===== config.mk =====
export PLATFORM = sky130hd
export DESIGN_NAME = video_out_top
export DESIGN_NICKNAME = d
export VERILOG_FILES = /design/src/video_pkg.sv /design/src/vga_sync_pulses.sv /design/src/sync_to_blanking.sv /design/src/format_meter.sv /design/src/scan_line_buffer.sv /design/src/video_out_top.sv
export VERILOG_INCLUDE_DIRS = /design/src
export SDC_FILE = /design/constraint.sdc
export NUM_CORES = 2
export LEC_CHECK = 0
export BUFFER_PORTS_ARGS = -buffer_cell sky130_fd_sc_hd__buf_2
export CAP_MARGIN = 20
export CORE_ASPECT_RATIO = 1.2
export CORE_MARGIN = 8
export CORE_UTILIZATION = 60
export DETAILED_ROUTE_END_ITERATION = 12
export PLACE_DENSITY = 0.76
export RECOVER_POWER = 100
export SYNTH_ARGS = -nofsm -noshare
export SYNTH_HDL_FRONTEND = slang
export SYNTH_HIERARCHICAL = 1
export SYNTH_SLANG_ARGS = --single-unit

===== constraint.sdc =====
create_clock -name i_clk -period 4.45 [get_ports i_clk]
set_input_delay 0.2225 -clock i_clk [delete_from_list [all_inputs] [get_ports i_clk]]
set_output_delay 0.2225 -clock i_clk [all_outputs]
set_load 0.05 [all_outputs]

===== src/video_consts.svh =====
`ifndef VIDEO_CONSTS_SVH
`define VIDEO_CONSTS_SVH

// Bits per colour component
`define VID_DEPTH 4

// Output line layout in clocks
`define H_ACTIVE 16
`define H_FRONT 2
`define H_SYNC 3
`define H_BACK 3

// Output frame layout in lines
`define V_ACTIVE 8
`define V_FRONT 1
`define V_SYNC 2
`define V_BACK 2

// Entries per line buffer bank, also the widest input line
`define LINE_DEPTH 64

// Counter and measurement width
`define CNT_W 12

`endif


===== src/video_pkg.sv =====
`default_nettype none
`include "video_consts.svh"

package video_pkg;

	typedef struct packed {
		logic [`VID_DEPTH-1:0] red;
		logic [`VID_DEPTH-1:0] green;
		logic [`VID_DEPTH-1:0] blue;
	} rgb_t;

	// Game side video, syncs active low
	typedef struct packed {
		rgb_t rgb;
		logic pix_en;
		logic hsync_n;
		logic vsync_n;
		logic hblank;
		logic vblank;
	} src_video_t;

	// Raw output timing straight from the counters
	typedef struct packed {
		logic             hsync_n;
		logic             vsync_n;
		logic [`CNT_W-1:0] h_pos;
		logic [`CNT_W-1:0] v_pos;
	} out_timing_t;

	typedef struct packed {
		rgb_t rgb;
		logic hsync_n;
		logic vsync_n;
		logic hblank;
		logic vblank;
	} out_video_t;

	typedef struct packed {
		logic             locked;
		logic [`CNT_W-1:0] width;
		logic [`CNT_W-1:0] height;
	} format_t;

endpackage

`default_nettype wire


===== src/vga_sync_pulses.sv =====
`default_nettype none
`include "video_consts.svh"

module vga_sync_pulses import video_pkg::*; (
	input  wire         i_clk,
	input  wire         i_rst,
	output out_timing_t o_timing
);

	localparam int H_TOTAL = `H_ACTIVE + `H_FRONT + `H_SYNC + `H_BACK;
	localparam int V_TOTAL = `V_ACTIVE + `V_FRONT + `V_SYNC + `V_BACK;

	// Sync windows sit right after the front porch
	localparam int H_SYNC_START = `H_ACTIVE + `H_FRONT;
	localparam int H_SYNC_END = H_SYNC_START + `H_SYNC;
	localparam int V_SYNC_START = `V_ACTIVE + `V_FRONT;
	localparam int V_SYNC_END = V_SYNC_START + `V_SYNC;

	logic [`CNT_W-1:0] h_cnt;
	logic [`CNT_W-1:0] v_cnt;
	logic              line_end;
	logic              frame_end;

	assign line_end = (h_cnt == `CNT_W'(H_TOTAL - 1));
	assign frame_end = (v_cnt == `CNT_W'(V_TOTAL - 1));

	//////////////////////////////////////////////////
	// Position counters
	//////////////////////////////////////////////////

	always_ff @(posedge i_clk) begin
		if (i_rst) begin
			h_cnt <= '0;
			v_cnt <= '0;
		end else if (line_end) begin
			h_cnt <= '0;
			// Vertical steps once per wrap
			if (frame_end) begin
				v_cnt <= '0;
			end else begin
				v_cnt <= v_cnt + 1'b1;
			end
		end else begin
			h_cnt <= h_cnt + 1'b1;
		end
	end

	// Sync decode, both low inside their windows
	always_comb begin
		o_timing.h_pos = h_cnt;
		o_timing.v_pos = v_cnt;
		o_timing.hsync_n = !((h_cnt >= `CNT_W'(H_SYNC_START)) &&
			(h_cnt < `CNT_W'(H_SYNC_END)));
		o_timing.vsync_n = !((v_cnt >= `CNT_W'(V_SYNC_START)) &&
			(v_cnt < `CNT_W'(V_SYNC_END)));
	end

endmodule

`default_nettype wire


===== src/sync_to_blanking.sv =====
`default_nettype none
`include "video_consts.svh"

module sync_to_blanking import video_pkg::*; (
	input  wire               i_clk,
	input  wire               i_rst,
	input  wire out_timing_t  i_timing,
	output out_video_t        o_video,
	output logic [`CNT_W-1:0] o_h_pos,
	output logic [`CNT_W-1:0] o_v_pos
);

	typedef enum logic [1:0] {
		SYNC,
		BACK_PORCH,
		ACTIVE,
		FRONT_PORCH
	} phase_t;

	typedef struct packed {
		phase_t            phase;
		logic [`CNT_W-1:0] cnt;
	} track_t;

	// One step of a phase tracker, shared by both axes
	function automatic track_t step(track_t cur, logic fall, int sync_len, int back_len,
			int active_len);
		track_t nxt;
		nxt.phase = cur.phase;
		nxt.cnt = cur.cnt + 1'b1;
		if (fall) begin
			// Sync edge always restarts the cycle
			nxt.phase = SYNC;
			nxt.cnt = '0;
		end else begin
			case (cur.phase)
				SYNC: begin
					if (cur.cnt == `CNT_W'(sync_len - 1)) begin
						nxt.phase = BACK_PORCH;
						nxt.cnt = '0;
					end
				end
				BACK_PORCH: begin
					if (cur.cnt == `CNT_W'(back_len - 1)) begin
						nxt.phase = ACTIVE;
						nxt.cnt = '0;
					end
				end
				ACTIVE: begin
					if (cur.cnt == `CNT_W'(active_len - 1)) begin
						nxt.phase = FRONT_PORCH;
						nxt.cnt = '0;
					end
				end
				default: begin
					// Front porch just waits for the next sync
					nxt.cnt = '0;
				end
			endcase
		end
		return nxt;
	endfunction

	track_t h_trk;
	track_t v_trk;
	track_t h_next;
	track_t v_next;
	logic   hsync_q;
	logic   vsync_q;
	logic   h_fall;
	logic   v_fall;
	logic   line_start;

	assign h_fall = hsync_q && !i_timing.hsync_n;
	assign v_fall = vsync_q && !i_timing.vsync_n;

	//////////////////////////////////////////////////
	// Phase trackers
	//////////////////////////////////////////////////

	always_comb begin
		h_next = step(h_trk, h_fall, `H_SYNC, `H_BACK, `H_ACTIVE);
		// A line begins where the back porch hands over to active video
		line_start = (h_trk.phase == BACK_PORCH) && (h_next.phase == ACTIVE);
		if (v_fall || line_start) begin
			v_next = step(v_trk, v_fall, `V_SYNC, `V_BACK, `V_ACTIVE);
		end else begin
			v_next = v_trk;
		end
	end

	always_ff @(posedge i_clk) begin
		if (i_rst) begin
			h_trk <= '{phase: FRONT_PORCH, cnt: '0};
			v_trk <= '{phase: FRONT_PORCH, cnt: '0};
			hsync_q <= 1'b1;
			vsync_q <= 1'b1;
		end else begin
			h_trk <= h_next;
			v_trk <= v_next;
			hsync_q <= i_timing.hsync_n;
			vsync_q <= i_timing.vsync_n;
		end
	end

	// Position delayed to match the syncs
	always_ff @(posedge i_clk) begin
		o_h_pos <= i_timing.h_pos;
		o_v_pos <= i_timing.v_pos;
	end

	always_comb begin
		o_video.rgb = '0;
		o_video.hsync_n = hsync_q;
		o_video.vsync_n = vsync_q;
		o_video.hblank = (h_trk.phase != ACTIVE);
		o_video.vblank = (v_trk.phase != ACTIVE);
	end

endmodule

`default_nettype wire


===== src/format_meter.sv =====
`default_nettype none
`include "video_consts.svh"

module format_meter import video_pkg::*; (
	input  wire             i_clk,
	input  wire             i_rst,
	input  wire src_video_t i_src,
	output format_t         o_format
);

	logic [`CNT_W-1:0] pix_cnt;
	logic [`CNT_W-1:0] line_width;
	logic [`CNT_W-1:0] line_cnt;
	logic              hblank_q;
	logic              vsync_q;
	logic              pix_valid;
	logic              line_done;
	logic              frame_start;
	logic              same_format;

	assign pix_valid = i_src.pix_en && !i_src.hblank && !i_src.vblank;
	assign line_done = !hblank_q && i_src.hblank;
	assign frame_start = vsync_q && !i_src.vsync_n;

	// Compared against the format reported for the last frame
	assign same_format = (line_width == o_format.width) &&
		(line_cnt == o_format.height) && (line_width != '0);

	//////////////////////////////////////////////////
	// Line and frame measurement
	//////////////////////////////////////////////////

	always_ff @(posedge i_clk) begin
		if (i_rst) begin
			pix_cnt <= '0;
			line_width <= '0;
			line_cnt <= '0;
			hblank_q <= 1'b1;
			vsync_q <= 1'b1;
			o_format <= '0;
		end else begin
			hblank_q <= i_src.hblank;
			vsync_q <= i_src.vsync_n;

			if (line_done) begin
				pix_cnt <= '0;
				// Lines without pixels are blank lines
				if (pix_cnt != '0) begin
					line_width <= pix_cnt;
					line_cnt <= line_cnt + 1'b1;
				end
			end else if (pix_valid) begin
				pix_cnt <= pix_cnt + 1'b1;
			end

			if (frame_start) begin
				o_format.width <= line_width;
				o_format.height <= line_cnt;
				o_format.locked <= same_format;
				line_cnt <= '0;
			end
		end
	end

endmodule

`default_nettype wire


===== src/scan_line_buffer.sv =====
`default_nettype none
`include "video_consts.svh"

module scan_line_buffer import video_pkg::*; (
	input  wire                    i_clk,
	input  wire                    i_rst,
	input  wire src_video_t        i_src,
	input  wire out_video_t        i_video,
	input  wire [`CNT_W-1:0]       i_h_pos,
	output out_video_t             o_vga
);

	localparam int AW = $clog2(`LINE_DEPTH);

	// Bank select is the top address bit
	rgb_t mem [0:2*`LINE_DEPTH-1];

	logic [AW-1:0] wr_addr;
	logic [AW-1:0] wr_slot;
	logic          wr_bank;
	logic          wr_en;
	logic          src_hblank_q;
	logic          line_begin;
	logic          line_done;
	rgb_t          rd_data;
	out_video_t    video_q;

	assign line_begin = src_hblank_q && !i_src.hblank;
	assign line_done = !src_hblank_q && i_src.hblank;
	assign wr_en = i_src.pix_en && !i_src.hblank;
	assign wr_slot = line_begin ? '0 : wr_addr;

	//////////////////////////////////////////////////
	// Write side
	//////////////////////////////////////////////////

	always_ff @(posedge i_clk) begin
		if (i_rst) begin
			wr_addr <= '0;
			wr_bank <= 1'b0;
			src_hblank_q <= 1'b1;
		end else begin
			src_hblank_q <= i_src.hblank;
			// Finished line becomes the read bank
			if (line_done) begin
				wr_bank <= ~wr_bank;
			end
			if (wr_en) begin
				wr_addr <= wr_slot + 1'b1;
			end else if (line_begin) begin
				wr_addr <= '0;
			end
		end
	end

	always_ff @(posedge i_clk) begin
		if (wr_en) begin
			mem[{wr_bank, wr_slot}] <= i_src.rgb;
		end
	end

	//////////////////////////////////////////////////
	// Read side
	//////////////////////////////////////////////////

	always_ff @(posedge i_clk) begin
		if (!i_video.hblank && !i_video.vblank) begin
			rd_data <= mem[{~wr_bank, i_h_pos[AW-1:0]}];
		end
	end

	// Timing waits one clock for the read data
	always_ff @(posedge i_clk) begin
		if (i_rst) begin
			video_q <= '{rgb: '0, hsync_n: 1'b1, vsync_n: 1'b1, hblank: 1'b1, vblank: 1'b1};
		end else begin
			video_q <= i_video;
		end
	end

	always_comb begin
		o_vga = video_q;
		if (video_q.hblank || video_q.vblank) begin
			o_vga.rgb = '0;
		end else begin
			o_vga.rgb = rd_data;
		end
	end

endmodule

`default_nettype wire


===== src/video_out_top.sv =====
`default_nettype none
`include "video_consts.svh"

module video_out_top import video_pkg::*; (
	input  wire             i_clk,
	input  wire             i_rst,
	input  wire src_video_t i_src,
	output out_video_t      o_vga,
	output format_t         o_format
);

	out_timing_t       timing;
	out_video_t        blank_video;
	logic [`CNT_W-1:0] blank_h_pos;

	// Output timing
	vga_sync_pulses u_sync (
		.i_clk    (i_clk),
		.i_rst    (i_rst),
		.o_timing (timing)
	);

	sync_to_blanking u_blank (
		.i_clk    (i_clk),
		.i_rst    (i_rst),
		.i_timing (timing),
		.o_video  (blank_video),
		.o_h_pos  (blank_h_pos),
		.o_v_pos  ()
	);

	// Input side measurement
	format_meter u_meter (
		.i_clk    (i_clk),
		.i_rst    (i_rst),
		.i_src    (i_src),
		.o_format (o_format)
	);

	scan_line_buffer u_buffer (
		.i_clk   (i_clk),
		.i_rst   (i_rst),
		.i_src   (i_src),
		.i_video (blank_video),
		.i_h_pos (blank_h_pos),
		.o_vga   (o_vga)
	);

endmodule

`default_nettype wire


==> out/qor.csv <==
stage,metric,value,unit
drt,drt_pass1_iterations,6,
die,die_h,378,um
die,die_area,120000,sq um
timing,finalSetupViolCount,0,
die,std_cell_rows,133,
synth,yosys_warnings,6,
setup_path,path_cells,dlygate4sd3_1 > clkbuf_1 > clkbuf_2,
synth,synthesis.area,65500,sq um
setup_path,cp_slowest_stage_delay,1860,ps
clocking,cts.sinks,1683,
drt,ant_nets,0,
timing,period_share,86.5,%
die,initial_core_util,60.1,%
place,post-dp-hpwl,87500,um
synth,synth_nets,3085,
status,status,finished with violations,
power,peakVddDrop,0.000296,V
die,die_w,318,um
clocking,cts_tree,built,
finish,final_nets,3350,
global_routing,grt_max_degree,90,
timing,fin_setup_tns,0,ps
clocking,cts-root-buf,clkbuf_16,
clocking,clk_path_buf_depth,3,
global_routing,antenna_found_initial,8,
timing,fin_crit,3850,ps
status,violations,"max-capacitance violations, max-slew violations",
global_routing,gr-usage-all-layers,24.6,%
place,portBuffers,58,
min_path,hp-class,input port to register,
finish,area_delta_synth_final,11.7,%
finish,drive_gt1_share,24.5,%
global_routing,overflow,0,
finish,final_area,73200,sq um
setup_path,critPathTopFamily,buffers and inverters,
setup_path,slowest_stage,clkbuf_1,
clocking,cts_hold_buf,12,
drt,viasPerCell,6.60,
timing,grt_setup_unrepaired,no,
setup_path,crit_path_max_fanout,67,
timing,final_max_slew_viol_count,1213,
setup_path,startpoint_type,input port,
global_routing,grt_pass1_wl,218000,um
place,post-place-ws,966,ps
job,max_cap_violations,19,
power,p_per_area,443,nW/um^2
clocking,path_clk_slew,60,ps
drt,vias,32067,
die,ioPinCount,60,
synth,syn_avg_cell_area,21.5,sq um
setup_path,path_buf_inv,3,
timing,fin_skew,30.8,ps
timing,max-slew-margin-rel,-168,%
setup_path,reg2reg_from,u_blank/o_h_pos[0],
setup_path,worstPathArrival,4180,ps
power,finalPower,0.0324,W
synth,postSynthCellCount,3049,
power,total_leakage_power,22.1,nW
clocking,cts_setup_buffers,0,
clocking,insertion_delay,780,ps
clocking,ctsHtreeMaxLevel,4,
timing,hold_violations,0,
global_routing,grt_pass1_vias,32870,
timing,fmax,0.260,GHz
setup_path,cp-startpoint,i_src[13],
drt,drc,0,
place,place_area,68400,sq um
setup_path,crit_required,4780,ps
clocking,cts_buffers,154,
drt,post_drt_wl_per_cell,30.5,um
timing,setup_slack,602,ps
setup_path,worstSetupPathType,input port to register,
drt,routed_wl,148000,um
clocking,ctsResizeCount,0,
place,gp_congestion,0.852,
drt,drtIter0Drc,3701,
setup_path,end_kind,register,
die,core_area,109000,sq um
min_path,hp-start,i_src[4],
timing,tightest_slew,4020,ps
-- area by class of cell --
class,instances,area [sq um]
timing repair buffer,265,1480
sequential,1683,49200
tap,1417,1770
clock inverter,91,1030
antenna,1,2.50
multi-input combinational,1180,15500
fill,6639,35800
inverter,30,113
clock buffer,192,4120
-- worst paths after layout --
path | end | slack [ps] | depth (start not counted)
max | u_buffer/mem[90][8] | 600 | 3
min | u_meter/pix_cnt[0] | 70 | 4
max reg2reg | u_buffer/rd_data[11] | 680 | 7
min reg2reg | u_blank/o_h_pos[0] | 410 | 0
-- through the flow --
stage | cells | util, % | hold slack (ps)
2_1_floorplan | 3049 | - | 294
3_3_place_gp | 4538 | 62.7 | 390
3_5_place_dp | 4541 | 62.8 | 400
4_1_cts | 4836 | 67.6 | 8.14
5_1_grt | 4858 | 67.2 | 75.0
6_report | 4859 | 67.2 | 68.5
-- state kept, by name, indices dropped and copies added (netlist names) --
name,flops
u_buffer/o_vga,4
u_buffer/mem,1536
u_sync/v_cnt,12
u_blank/h_trk,14
u_meter/o_format,25
u_meter/hblank_q,1
u_sync/h_cnt,12
u_blank/v_trk,14
u_meter/pix_cnt,12
u_buffer/src_hblank_q,1
u_blank/vsync_q,1
u_blank/hsync_q,1
u_buffer/wr_addr,6
u_buffer/wr_bank,1
u_meter/vsync_q,1
u_meter/line_cnt,12
u_buffer/rd_data,12
u_blank/o_h_pos,6
u_meter/line_width,12
-- cell usage in the layout, fill, tap and decap left out, types with 8 or more instances in the layout --
cell	count
nor2b_1	9
and2_1	13
clkinv_2	23
o31ai_1	10
nand2b_1	13
xor2_1	37
mux4_2	504
and3_1	13
nor3_1	22
nor2_1	212
o21ai_0	18
or2_2	11
clkinv_1	27
or4_1	9
dlygate4sd3_1	12
inv_1	29
edfxtp_1	1548
o32ai_1	8
nand3_1	38
mux2_2	12
xnor2_1	33
clkbuf_16	159
a22o_1	24
bufinv_16	21
buf_4	33
a21oi_1	24
clkinvlp_4	8
ha_1	17
buf_12	15
dfxtp_1	130
nand2_1	49
nand4_1	23
mux2i_1	12
clkbuf_2	11
clkbuf_1	220
-- worst min-delay path, cell delays in order --
cell and delay, ps:
buf_2 160, nor3b_2 210, xnor2_1 150, nor2_1 40
-- power by group --
part	internal (W)	switching [W]
clock	0.00782	0.00569
combinational	0.000695	0.000878
sequential	0.0173	0.0000478
-- metal layers --
layer | global-route usage (%) | part of all wire [%] | routed length, um
met1 | 32.0 | 36 | 54000
met2 | 42.1 | 51 | 75700
met3 | 4.49 | 8.5 | 12500
met5 | 0 | 0.011 | 17
met4 | 9.34 | 3.9 | 5830
(Power assumes the default switching activity.)
